### src/axil_pkg.sv
/*
  AXI4-Lite channel bundles and the control register map.
  Only an 8-bit address and a 32-bit data bus are supported. There is no AxPROT.
*/

package axil_pkg;

  localparam int AXIL_STRB_W = 4;

  typedef logic [7:0]             axil_addr_t;
  typedef logic [31:0]            axil_data_t;
  typedef logic [AXIL_STRB_W-1:0] axil_strb_t;
  typedef logic [1:0]             axil_resp_t;

  localparam axil_resp_t RESP_OKAY   = 2'd0;
  localparam axil_resp_t RESP_SLVERR = 2'd2;

  // Master to slave signals of all five channels
  typedef struct packed {
    axil_addr_t awaddr;
    logic       awvalid;
    axil_data_t wdata;
    axil_strb_t wstrb;
    logic       wvalid;
    logic       bready;
    axil_addr_t araddr;
    logic       arvalid;
    logic       rready;
  } axil_req_t;

  // Slave to master signals of all five channels
  typedef struct packed {
    logic       awready;
    logic       wready;
    axil_resp_t bresp;
    logic       bvalid;
    logic       arready;
    axil_data_t rdata;
    axil_resp_t rresp;
    logic       rvalid;
  } axil_rsp_t;

  //////////////////////////////////////////////////////////////////////
  // Register map

  localparam axil_addr_t ADDR_CTRL         = 8'h00;
  localparam axil_addr_t ADDR_SAW_FREQ     = 8'h04;
  localparam axil_addr_t ADDR_PULSE_PERIOD = 8'h08;
  localparam axil_addr_t ADDR_PULSE_DUTY   = 8'h0C;
  localparam axil_addr_t ADDR_GAIN         = 8'h10;

endpackage

### src/synth_pkg.sv
/*
  Sample, phase, period and gain types shared by the tone generator datapath.
  Samples are signed 16-bit two's complement and gains are unsigned with 128 as unity.
  Phase and period words are 24 bits wide. Larger values need wider register fields.
*/

package synth_pkg;

  //////////////////////////////////////////////////////////////////////
  // Widths

  localparam int SAMPLE_W = 16;
  localparam int PHASE_W  = 24;
  localparam int PERIOD_W = 24;
  localparam int GAIN_W   = 8;

  // A sample times a zero-extended gain needs one extra bit for the sign
  localparam int PROD_W = SAMPLE_W + GAIN_W + 1;
  // The sum of two products can grow by one more bit
  localparam int SUM_W  = PROD_W + 1;

  //////////////////////////////////////////////////////////////////////
  // Types

  typedef logic signed [SAMPLE_W-1:0] sample_t;
  typedef logic        [PHASE_W-1:0]  phase_t;
  typedef logic        [PERIOD_W-1:0] period_t;
  typedef logic        [GAIN_W-1:0]   gain_t;

  //////////////////////////////////////////////////////////////////////
  // Mixer constants

  localparam sample_t SAMPLE_MAX = 16'sh7FFF;
  localparam sample_t SAMPLE_MIN = 16'sh8000;
  // A gain of 128 shifted right by 7 gives unity
  localparam int      GAIN_SHIFT = 7;

  // Complete oscillator configuration as seen by the datapath
  typedef struct packed {
    logic    enable;
    phase_t  saw_freq;
    period_t pulse_period;
    period_t pulse_duty;
    gain_t   saw_gain;
    gain_t   pulse_gain;
  } osc_cfg_t;

endpackage

### src/osc_mixer.sv
/*
  Two-input weighted mixer with saturation.
  Each gain is applied as gain / 128, so a gain of 255 almost doubles its input.
  The output is one register after the inputs and reads 0 while disabled.
*/

`timescale 1ns/100ps

module osc_mixer
  import synth_pkg::*;
(
  input  logic     clk,
  input  logic     rst_n,
  input  osc_cfg_t cfg,
  input  sample_t  saw_sample,
  input  sample_t  pulse_sample,
  output sample_t  sample
);

  logic signed [PROD_W-1:0] saw_prod;
  logic signed [PROD_W-1:0] pulse_prod;
  logic signed [SUM_W-1:0]  sum;
  logic signed [SUM_W-1:0]  scaled;
  sample_t                  clamped;

  //////////////////////////////////////////////////////////////////////
  // Weighting and sum

  always_comb begin
    // Gains are zero-extended to keep them positive in the signed product
    saw_prod   = saw_sample * $signed({1'b0, cfg.saw_gain});
    pulse_prod = pulse_sample * $signed({1'b0, cfg.pulse_gain});
    sum        = saw_prod + pulse_prod;
    // Arithmetic shift rounds toward minus infinity
    scaled     = sum >>> GAIN_SHIFT;

    if (scaled > SAMPLE_MAX) begin
      clamped = SAMPLE_MAX;
    end else if (scaled < SAMPLE_MIN) begin
      clamped = SAMPLE_MIN;
    end else begin
      clamped = sample_t'(scaled);
    end
  end

  //////////////////////////////////////////////////////////////////////
  // Output register

  always_ff @(posedge clk or negedge rst_n) begin
    if (!rst_n) begin
      sample <= '0;
    end else if (!cfg.enable) begin
      sample <= '0;
    end else begin
      sample <= clamped;
    end
  end

endmodule

### src/osc_pulse.sv
/*
  Pulse oscillator with a period and a high time counted in clocks.
  Period and duty are sampled only at the reload, so a change takes effect at the next cycle.
  Periods of 0 and 1 are not supported. A duty at or above the period keeps the output high.
*/

`timescale 1ns/100ps

module osc_pulse
  import synth_pkg::*;
(
  input  logic     clk,
  input  logic     rst_n,
  input  osc_cfg_t cfg,
  output sample_t  pulse_sample
);

  typedef enum logic {
    RELOAD,
    COUNTING
  } pulse_state_e;

  pulse_state_e state;
  period_t      cnt;
  period_t      cnt_inc;
  period_t      period_q;
  period_t      duty_q;

  assign cnt_inc = cnt + 1'b1;

  // One pulse cycle is the reload clock plus counter values 0 to period minus 2
  // The output register runs one clock behind and sees the reload as the last position
  always_ff @(posedge clk or negedge rst_n) begin
    if (!rst_n) begin
      state        <= RELOAD;
      cnt          <= '0;
      period_q     <= '0;
      duty_q       <= '0;
      pulse_sample <= SAMPLE_MIN;
    end else if (!cfg.enable) begin
      state        <= RELOAD;
      cnt          <= '0;
      period_q     <= '0;
      duty_q       <= '0;
      pulse_sample <= SAMPLE_MIN;
    end else begin
      case (state)
        RELOAD: begin
          period_q     <= cfg.pulse_period;
          duty_q       <= cfg.pulse_duty;
          cnt          <= '0;
          state        <= COUNTING;
          // First position of the new cycle uses the freshly latched duty
          pulse_sample <= (cfg.pulse_duty != '0) ? SAMPLE_MAX : SAMPLE_MIN;
        end
        COUNTING: begin
          cnt          <= cnt_inc;
          pulse_sample <= (cnt_inc < duty_q) ? SAMPLE_MAX : SAMPLE_MIN;
          if (cnt == period_q - 2'd2) begin
            state <= RELOAD;
          end
        end
        default: begin
          state <= RELOAD;
        end
      endcase
    end
  end

endmodule

### src/osc_regs.sv
/*
  AXI4-Lite slave for the oscillator control registers.
  Only one write and one read can be outstanding, and each blocks until B or R is taken.
  AW and W must be presented together. A lone AW or W waits for its partner.
  Only the five aligned addresses of the map are decoded. Others get SLVERR.
*/

`timescale 1ns/100ps

module osc_regs
  import synth_pkg::*;
  import axil_pkg::*;
(
  input  logic      clk,
  input  logic      rst_n,
  input  axil_req_t axil_req,
  output axil_rsp_t axil_rsp,
  output osc_cfg_t  cfg
);

  typedef enum logic {
    W_IDLE,
    W_RESP
  } wr_state_e;

  typedef enum logic {
    R_IDLE,
    R_RESP
  } rd_state_e;

  wr_state_e  wr_state;
  rd_state_e  rd_state;
  osc_cfg_t   cfg_q;

  logic       aw_hs;
  logic       ar_hs;
  axil_data_t wr_merged;
  axil_resp_t bresp_q;
  axil_resp_t rresp_q;
  axil_data_t rdata_q;

  //////////////////////////////////////////////////////////////////////
  // Address decode helpers

  // True for the five addresses that hold a register
  function automatic logic reg_mapped(input axil_addr_t addr);
    case (addr)
      ADDR_CTRL, ADDR_SAW_FREQ, ADDR_PULSE_PERIOD, ADDR_PULSE_DUTY, ADDR_GAIN: begin
        return 1'b1;
      end
      default: begin
        return 1'b0;
      end
    endcase
  endfunction

  // 32-bit image of a register with unused bits at 0
  function automatic axil_data_t reg_image(input axil_addr_t addr, input osc_cfg_t c);
    case (addr)
      ADDR_CTRL:         return axil_data_t'(c.enable);
      ADDR_SAW_FREQ:     return axil_data_t'(c.saw_freq);
      ADDR_PULSE_PERIOD: return axil_data_t'(c.pulse_period);
      ADDR_PULSE_DUTY:   return axil_data_t'(c.pulse_duty);
      ADDR_GAIN:         return axil_data_t'({c.pulse_gain, c.saw_gain});
      default:           return '0;
    endcase
  endfunction

  // Replace only the bytes whose strobe is set
  function automatic axil_data_t strb_merge(input axil_data_t old_data,
                                            input axil_data_t new_data,
                                            input axil_strb_t strb);
    axil_data_t merged;
    merged = old_data;
    for (int i = 0; i < AXIL_STRB_W; i++) begin
      if (strb[i]) begin
        merged[8*i +: 8] = new_data[8*i +: 8];
      end
    end
    return merged;
  endfunction

  //////////////////////////////////////////////////////////////////////
  // Write channel

  // AW and W are accepted together and only while no B response is waiting
  assign aw_hs     = (wr_state == W_IDLE) && axil_req.awvalid && axil_req.wvalid;
  assign wr_merged = strb_merge(reg_image(axil_req.awaddr, cfg_q), axil_req.wdata,
                                axil_req.wstrb);

  always_ff @(posedge clk or negedge rst_n) begin
    if (!rst_n) begin
      wr_state <= W_IDLE;
    end else begin
      case (wr_state)
        W_IDLE: begin
          if (aw_hs) begin
            wr_state <= W_RESP;
          end
        end
        W_RESP: begin
          if (axil_req.bready) begin
            wr_state <= W_IDLE;
          end
        end
        default: begin
          wr_state <= W_IDLE;
        end
      endcase
    end
  end

  always_ff @(posedge clk) begin
    if (aw_hs) begin
      bresp_q <= reg_mapped(axil_req.awaddr) ? RESP_OKAY : RESP_SLVERR;
    end
  end

  // Register contents change on the handshake edge so cfg follows at once
  always_ff @(posedge clk or negedge rst_n) begin
    if (!rst_n) begin
      cfg_q <= '0;
    end else if (aw_hs) begin
      case (axil_req.awaddr)
        ADDR_CTRL:         cfg_q.enable       <= wr_merged[0];
        ADDR_SAW_FREQ:     cfg_q.saw_freq     <= wr_merged[PHASE_W-1:0];
        ADDR_PULSE_PERIOD: cfg_q.pulse_period <= wr_merged[PERIOD_W-1:0];
        ADDR_PULSE_DUTY:   cfg_q.pulse_duty   <= wr_merged[PERIOD_W-1:0];
        ADDR_GAIN: begin
          cfg_q.saw_gain   <= wr_merged[GAIN_W-1:0];
          cfg_q.pulse_gain <= wr_merged[2*GAIN_W-1:GAIN_W];
        end
        default: begin
        end
      endcase
    end
  end

  //////////////////////////////////////////////////////////////////////
  // Read channel

  assign ar_hs = (rd_state == R_IDLE) && axil_req.arvalid;

  always_ff @(posedge clk or negedge rst_n) begin
    if (!rst_n) begin
      rd_state <= R_IDLE;
    end else begin
      case (rd_state)
        R_IDLE: begin
          if (ar_hs) begin
            rd_state <= R_RESP;
          end
        end
        R_RESP: begin
          if (axil_req.rready) begin
            rd_state <= R_IDLE;
          end
        end
        default: begin
          rd_state <= R_IDLE;
        end
      endcase
    end
  end

  // Unmapped reads return 0 through the default of reg_image
  always_ff @(posedge clk) begin
    if (ar_hs) begin
      rdata_q <= reg_image(axil_req.araddr, cfg_q);
      rresp_q <= reg_mapped(axil_req.araddr) ? RESP_OKAY : RESP_SLVERR;
    end
  end

  always_comb begin
    axil_rsp.awready = aw_hs;
    axil_rsp.wready  = aw_hs;
    axil_rsp.bresp   = bresp_q;
    axil_rsp.bvalid  = (wr_state == W_RESP);
    axil_rsp.arready = ar_hs;
    axil_rsp.rdata   = rdata_q;
    axil_rsp.rresp   = rresp_q;
    axil_rsp.rvalid  = (rd_state == R_RESP);
  end

  assign cfg = cfg_q;

endmodule

### src/osc_saw.sv
/*
  Phase-accumulator sawtooth oscillator.
  The output frequency is saw_freq / 2^24 of the clock rate, and the ramp steps by
  saw_freq / 256 per clock. Small words below 256 move the sample only every few clocks.
*/

`timescale 1ns/100ps

module osc_saw
  import synth_pkg::*;
(
  input  logic     clk,
  input  logic     rst_n,
  input  osc_cfg_t cfg,
  output sample_t  saw_sample
);

  phase_t phase;

  // The accumulator wraps naturally at 2^24, which gives the sawtooth its fall
  always_ff @(posedge clk or negedge rst_n) begin
    if (!rst_n) begin
      phase <= '0;
    end else if (!cfg.enable) begin
      // Disabled oscillators sit at their reset phase
      phase <= '0;
    end else begin
      phase <= phase + cfg.saw_freq;
    end
  end

  // The phase register is also the output register
  // Inverting the MSB maps phase 0 to SAMPLE_MIN and full scale to SAMPLE_MAX
  assign saw_sample = sample_t'({~phase[PHASE_W-1], phase[PHASE_W-2 -: SAMPLE_W-1]});

endmodule

### src/osc_top.sv
/*
  Tone generator top with an AXI4-Lite control port and one signed sample per clock.
  The audio output has no valid or ready. A new sample appears on every clock edge.
  Latency from oscillator state to sample is two clocks.
*/

`timescale 1ns/100ps

module osc_top
  import synth_pkg::*;
  import axil_pkg::*;
(
  input  logic      clk,
  input  logic      rst_n,
  input  axil_req_t axil_req,
  output axil_rsp_t axil_rsp,
  output sample_t   sample
);

  osc_cfg_t cfg;
  sample_t  saw_sample;
  sample_t  pulse_sample;

  //////////////////////////////////////////////////////////////////////
  // Control

  // Register block drives the same configuration to every datapath block
  osc_regs u_regs (
    .clk      (clk),
    .rst_n    (rst_n),
    .axil_req (axil_req),
    .axil_rsp (axil_rsp),
    .cfg      (cfg)
  );

  //////////////////////////////////////////////////////////////////////
  // Datapath

  osc_saw u_saw (
    .clk        (clk),
    .rst_n      (rst_n),
    .cfg        (cfg),
    .saw_sample (saw_sample)
  );

  osc_pulse u_pulse (
    .clk          (clk),
    .rst_n        (rst_n),
    .cfg          (cfg),
    .pulse_sample (pulse_sample)
  );

  // Both oscillators are registered, so the mixer sees aligned samples
  osc_mixer u_mixer (
    .clk          (clk),
    .rst_n        (rst_n),
    .cfg          (cfg),
    .saw_sample   (saw_sample),
    .pulse_sample (pulse_sample),
    .sample       (sample)
  );

endmodule

### config.mk
export PLATFORM = sky130hd
export DESIGN_NAME = osc_top
export DESIGN_NICKNAME = d
export VERILOG_FILES = /design/src/axil_pkg.sv /design/src/synth_pkg.sv /design/src/osc_mixer.sv /design/src/osc_pulse.sv /design/src/osc_regs.sv /design/src/osc_saw.sv /design/src/osc_top.sv
export SDC_FILE = /design/constraint.sdc
export NUM_CORES = 1
export LEC_CHECK = 0
export BUFFER_PORTS_ARGS = -buffer_cell sky130_fd_sc_hd__buf_2
export CORE_MARGIN = 2
export CORE_UTILIZATION = 68
export DETAILED_ROUTE_END_ITERATION = 8
export PLACE_DENSITY = 0.88
export SETUP_SLACK_MARGIN = 0.4
export SLEW_MARGIN = 20
export SYNTH_ARGS = -nofsm -noshare
export SYNTH_HDL_FRONTEND = slang
export SYNTH_SLANG_ARGS = --single-unit
export TNS_END_PERCENT = 1
### constraint.sdc
create_clock -name clk -period 13.16 [get_ports clk]
set_input_delay 2.632 -clock clk [delete_from_list [all_inputs] [get_ports clk]]
set_output_delay 2.632 -clock clk [all_outputs]
set_load 0.005 [all_outputs]
# Yosys cells after proc, flatten, opt, wreduce, memory -nomap -nowiden
# Index checks and enable logic that the tools add are counted.
# word_totals
in_bits,59
wordCells,88
reg_bits,256
out_inout_bits,57
# classes
magnitude_cmp,3
muxes,34
bitwise_logic,4
n_eq_ne,10
n_reduce_logical,13
n_addsub,4
multipliers,2
# op_table
operator,n
24-bit two-way mux,6
24-bit case mux with 5 select lines,1
16-bit two-way mux,6
24-bit case mux with 4 select lines,1
16-bit by 9-bit multiplier with 25-bit output,2
24-bit case mux with 2 select lines,1
"8-bit by 4-bit == test with 1-bit output, second input constant",4
16-bit case mux with 2 select lines,1
25-bit by 25-bit adder with 26-bit output,1
"24-bit by 1-bit adder with 24-bit output, second input constant",1
24-bit adder,1
24-bit == test,1
24-bit < comparator,1
8-bit two-way mux,3
24-bit nonzero test,1
"24-bit by 2-bit subtractor with 24-bit output, second input constant",1
"19-bit by 16-bit > comparator with 1-bit output, second input constant",1
"19-bit by 16-bit < comparator with 1-bit output, second input constant",1
"8-bit by 3-bit == test with 1-bit output, second input constant",2
"8-bit by 5-bit == test with 1-bit output, second input constant",2
8-bit zero test,2
1-bit two-way mux,10
2-bit AND reduction,5
5-bit OR reduction,2
5 further kinds,13

# Longest topological paths before layout
# logic_depth
ltp_word,7
ltp_mapped,27
mapped_depth_nobuf,25

# Hierarchy
# A second synthesis with hierarchy kept.
# hier_totals
cells_unflattened,2421
hier_area_um2,23211.0
# modules_own_cells
module,instances,seq_area_each_um2,cells_per_inst,area_per_inst_um2
osc_mixer,1,400.4,1109,10078.4
osc_regs,1,3057.9,575,6103.4
osc_pulse,1,1878.1,493,4892.2
osc_saw,1,600.6,244,2137.0

# Worst setup path before layout
# Ideal clock, no wire load.
# synth_timing
path_kind,input to output
startpoint,input port axil_req[1] (netlist name)
endpoint,output port axil_rsp[35] (netlist name)
cell_stages,2
t_arrival_ps,4085
path_buffers,1
t_required_ps,10528
path_slack_ps,6443
path_cell_list,nor2b_1 buf_4
# synth_rtl
item,line_no,text
"start, declared",osc_top.sv:15,"input axil_req_t axil_req,"
"end, declared",osc_top.sv:16,"output axil_rsp_t axil_rsp,"

# Worst setup path after layout
# layout_timing
startpoint,register u_pulse.pulse_sample[14]
endpoint,register u_mixer.sample[1]
# layout_via
elab_chain_cells,6
elab_cells_between_ends,7
classes_between,add/sub (1); mul (1); order compare (2); mux (3)
# layout_lines
item,line_no,text
"start, declared",osc_pulse.sv:15,output sample_t pulse_sample
"start signal, assigned",osc_pulse.sv:54,pulse_sample <= (cfg.pulse_duty != '0) ? SAMPLE_MAX : SAMPLE_MIN;
"start signal, assigned",osc_pulse.sv:58,pulse_sample <= (cnt_inc < duty_q) ? SAMPLE_MAX : SAMPLE_MIN;
16-bit by 9-bit multiplier with 25-bit output *,osc_mixer.sv:32,"pulse_prod = pulse_sample * $signed({1'b0, cfg.pulse_gain});"
25-bit by 25-bit adder with 26-bit output *,osc_mixer.sv:33,sum = saw_prod + pulse_prod;
19-bit by 16-bit < comparator with 1-bit output,osc_mixer.sv:39,end else if (scaled < SAMPLE_MIN) begin
16-bit two-way mux,osc_mixer.sv:39,
16-bit two-way mux *,osc_mixer.sv:37,if (scaled > SAMPLE_MAX) begin
16-bit two-way mux *,osc_mixer.sv:52,end else if (!cfg.enable) begin
"end signal, assigned",osc_mixer.sv:55,sample <= clamped;
"end, declared",osc_mixer.sv:17,output sample_t sample
# Mark *: on every way between the ends. The rest lies on a longest branch, timed or not.
# A chain may end at the register's enable or synchronous reset.

==> impl_metrics.json <==
{
  "status": "complete, but fails checks",
  "violations": "design-rule violations",
  "multi_input_area_um2": 12700,
  "regArea_um2": 5940,
  "grtUsageTotal_pct": 33.5,
  "worst_slew_pin_slew_ns": 1.09,
  "crit_fanout": 15,
  "grt_max_degree": 127,
  "synth_edf_count": 26,
  "pwr-share-clk_pct": 48.2,
  "die_y_um": 176,
  "synth.distinct_cells": 76,
  "core_um2": 29500,
  "clock.fmax_mhz": 131,
  "p_comb_share_pct": 6.8,
  "worstSetupPathType": "reg2reg",
  "first_pass_iters": 9,
  "p_sw_mw": 0.403,
  "clock_sinks": 232,
  "endpoint_kind": "flop",
  "hold_start": "u_regs.wr_state",
  "rr_endpoint": "u_mixer.sample[1]",
  "synthesis.area_um2": 20200,
  "internal_power_mw": 1.25,
  "synth.yosys.seq_area_share_pct": 29.4,
  "clock-root-buffer": "clkbuf_16",
  "final_cells": 2469,
  "io_buffers": 96,
  "synth.top_cell.area_share_pct": 25.4,
  "rr_startpoint": "u_pulse.pulse_sample[14]",
  "rr_worst_depth": 23,
  "routed-via-count": 15300,
  "placed_cells": 2421,
  "gp_congestion": 0.912,
  "power_frac_seq_pct": 44.9,
  "relSlewSlack_pct": 27.1,
  "period_share_pct": 58.0,
  "drive_gt1_share_pct": 15.0,
  "whs_endpoint": "u_regs.wr_state",
  "cts-hold-fix-buffers": 0,
  "synthesis.instances": 2012,
  "required_ns": 13.54,
  "place_area_um2": 20800,
  "post-route-min-period_ns": 7.64,
  "fillers": 1917,
  "final_cell_area_um2": 21800,
  "hold_ws_ns": 0.515,
  "ys_top_cells_by_count": "inv_1, dfrtp_1, fa_1",
  "antenna_found_initial": 0,
  "yosysMostFrequentCell": "inv_1",
  "antennaDiodeCount": 0,
  "remaining_drc_errors": 1,
  "power_leakage_nw": 11.0,
  "arrival_ns": 8.02,
  "dieArea_um2": 31100,
  "yosysTopAreaCell": "dfrtp_1",
  "overflow": 0,
  "area_delta_synth_final_pct": 7.85,
  "switching_share_pct": 24.3,
  "cts_buffers": 26,
  "nNetsFinal": 2438,
  "cts_resized": 0,
  "first_global_vias": 16000,
  "dp_hpwl_mm": 36.9,
  "drv_cap": 0,
  "hold_class": "reg2reg",
  "p_per_area_nw_per_um2": 75.9,
  "yosys_warnings": 0,
  "start_util_pct": 68.6,
  "routed_wl_mm": 50.5,
  "async_flop_share_pct": 88.8,
  "setup-tns-final_ns": 0,
  "placementRows": 63,
  "finalHoldViolations": 0,
  "synth_area_leaders": "dfrtp_1, fa_1, ha_1",
  "ant_nets": 0,
  "r2r_setup_slack_ns": 5.52,
  "via_per_inst": 6.18,
  "startpoint_type": "flop",
  "wl_per_cell_um": 20.4,
  "worst_ir_drop_vdd_mv": 0.0942,
  "io_pins": 116,
  "cts.htree.levels": 1,
  "slew_viol_final": 0,
  "rsz0062_at_grt": "no",
  "cts_setup_buffers": 0,
  "clk_latency_ns": 0.57,
  "cts_tree": "yes",
  "grt_pass1_wl_mm": 82.3,
  "ys.flop_type": "dfrtp_1",
  "worstHoldPathCells": 1,
  "finalSetupViolCount": 0,
  "skew_ns": 0.0253,
  "utilization_pct": 74.0,
  "drt_iter0_drc": 1595,
  "cts_buffer_depth": 3,
  "avgSynthCellArea_um2": 10.0,
  "die_x_um": 176,
  "path_clk_slew_ns": 0.06,
  "yosys_register_bits": 232
}
area by class of cell:
class / instances / share of cell area (%)
flip-flops and latches: 232 / 27.2
multi-input cells: 1381 / 58.2
well taps: 390 / 2.24
inverters: 312 / 5.37
clock inverters: 10 / 0.763
clock buffers: 38 / 3.60
repair buffers: 106 / 2.61
routing by layer:
| layer | part of all wire, % | wire length, um | up-vias | track usage (%) |
|---|---|---|---|---|
| li1 | - | - | 6700 | - |
| met1 | 40 | 20000 | 7571 | 45.5 |
| met2 | 47 | 23900 | 832 | 54.6 |
| met3 | 8.9 | 4490 | 167 | 5.15 |
| met4 | 4.2 | 2120 | 0 | 13.5 |
| met5 | 0 | 0 | - | 0 |
state kept, by name, indices dropped and copies added (netlist names), 2 cells and up:
name                  cells
u_regs.cfg               89
u_pulse.cnt              24
u_pulse.duty_q           24
u_pulse.period_q         24
u_regs.rdata_q           24
u_saw.phase              24
u_mixer.sample           16
u_pulse.pulse_sample      2
power by group through the flow:
| stage | combinational, mW | sequential, mW | clock, mW |
|---|---|---|---|
| 2_1_floorplan | 0.0710 | 0.753 | 0 |
| 3_3_place_gp | 0.107 | 0.756 | 0 |
| 3_5_place_dp | 0.112 | 0.757 | 0 |
| 4_1_cts | 0.113 | 0.744 | 0.802 |
| 5_1_grt | 0.126 | 0.744 | 0.833 |
| 6_report | 0.113 | 0.744 | 0.799 |
worst max-delay path by stage:
stage / from / end / slack, ns / depth (start not counted)
after CTS: u_regs.cfg[1] / u_mixer.sample[1] / 5.61 / 22
after global placement: u_regs.cfg[1] / u_mixer.sample[1] / 5.90 / 22
after floorplan: axil_req[1] / axil_rsp[35] / 6.44 / 2
after detailed placement: u_regs.cfg[1] / u_mixer.sample[1] / 5.70 / 22
after global routing: u_regs.cfg[1] / u_mixer.sample[1] / 5.19 / 22
final: u_pulse.pulse_sample[14] / u_mixer.sample[1] / 5.52 / 23
through the flow:
step | setup slack (ns) | total power [mW]
global placement | 5.90 | 0.864
CTS | 5.61 | 1.66
floorplan | 6.44 | 0.824
finish | 5.52 | 1.66
global route | 5.19 | 1.70
detailed placement | 5.70 | 0.868
kinds of logic after synthesis:
group | synth area share [%]
adder cells (fa/ha/maj) | 26.7
buffers and inverters | 8.13
flip-flops | 29.4
other | 0.0185
AO/OA/AOI/OAI | 8.99
XOR/XNOR | 4.84
AND/OR/NAND/NOR | 12.4
multiplexers | 9.52
layout by cell type (no fill, tap or decap), drive strengths merged, types with 4 or more instances in the layout:
cell    instances
o21ai          16
mux2i          54
buf           106
ha            134
nand4          12
a22oi           9
a222oi         30
a211oi          4
a21o           27
o41ai           4
nor2          129
mux2          123
conb           10
a21oi          55
fa            186
xor2           43
inv           315
a31oi          10
a221oi         14
clkbuf         38
dfrtp         205
o211ai          7
o21bai          5
and3           12
nand3          23
nor2b          35
o21a           11
and2           67
xnor2          67
nor3           26
o31ai          16
nand2b         19
edfxtp         26
nor4            9
nand2         184
worst max-delay path, cell delays in order (launching register included):
cell and delay [ns]:
dfrtp_1 0.64, and2_1 0.32, ha_1 0.19, nand2b_1 0.24, inv_1 0.15, fa_1 0.60
inv_1 0.13, fa_1 0.56, xnor2_1 0.62, xnor2_1 0.19, fa_1 0.56, inv_1 0.05
fa_1 0.53, inv_1 0.04, ha_1 0.40, nand3_1 0.12, nor2_1 0.18, nand4_1 0.17
o211ai_4 0.33, a211o_4 0.25, a31oi_4 0.10, xnor2_2 0.18, o211ai_2 0.68, o41ai_1 0.19
Note: power is estimated with default switching activity, not from simulation.
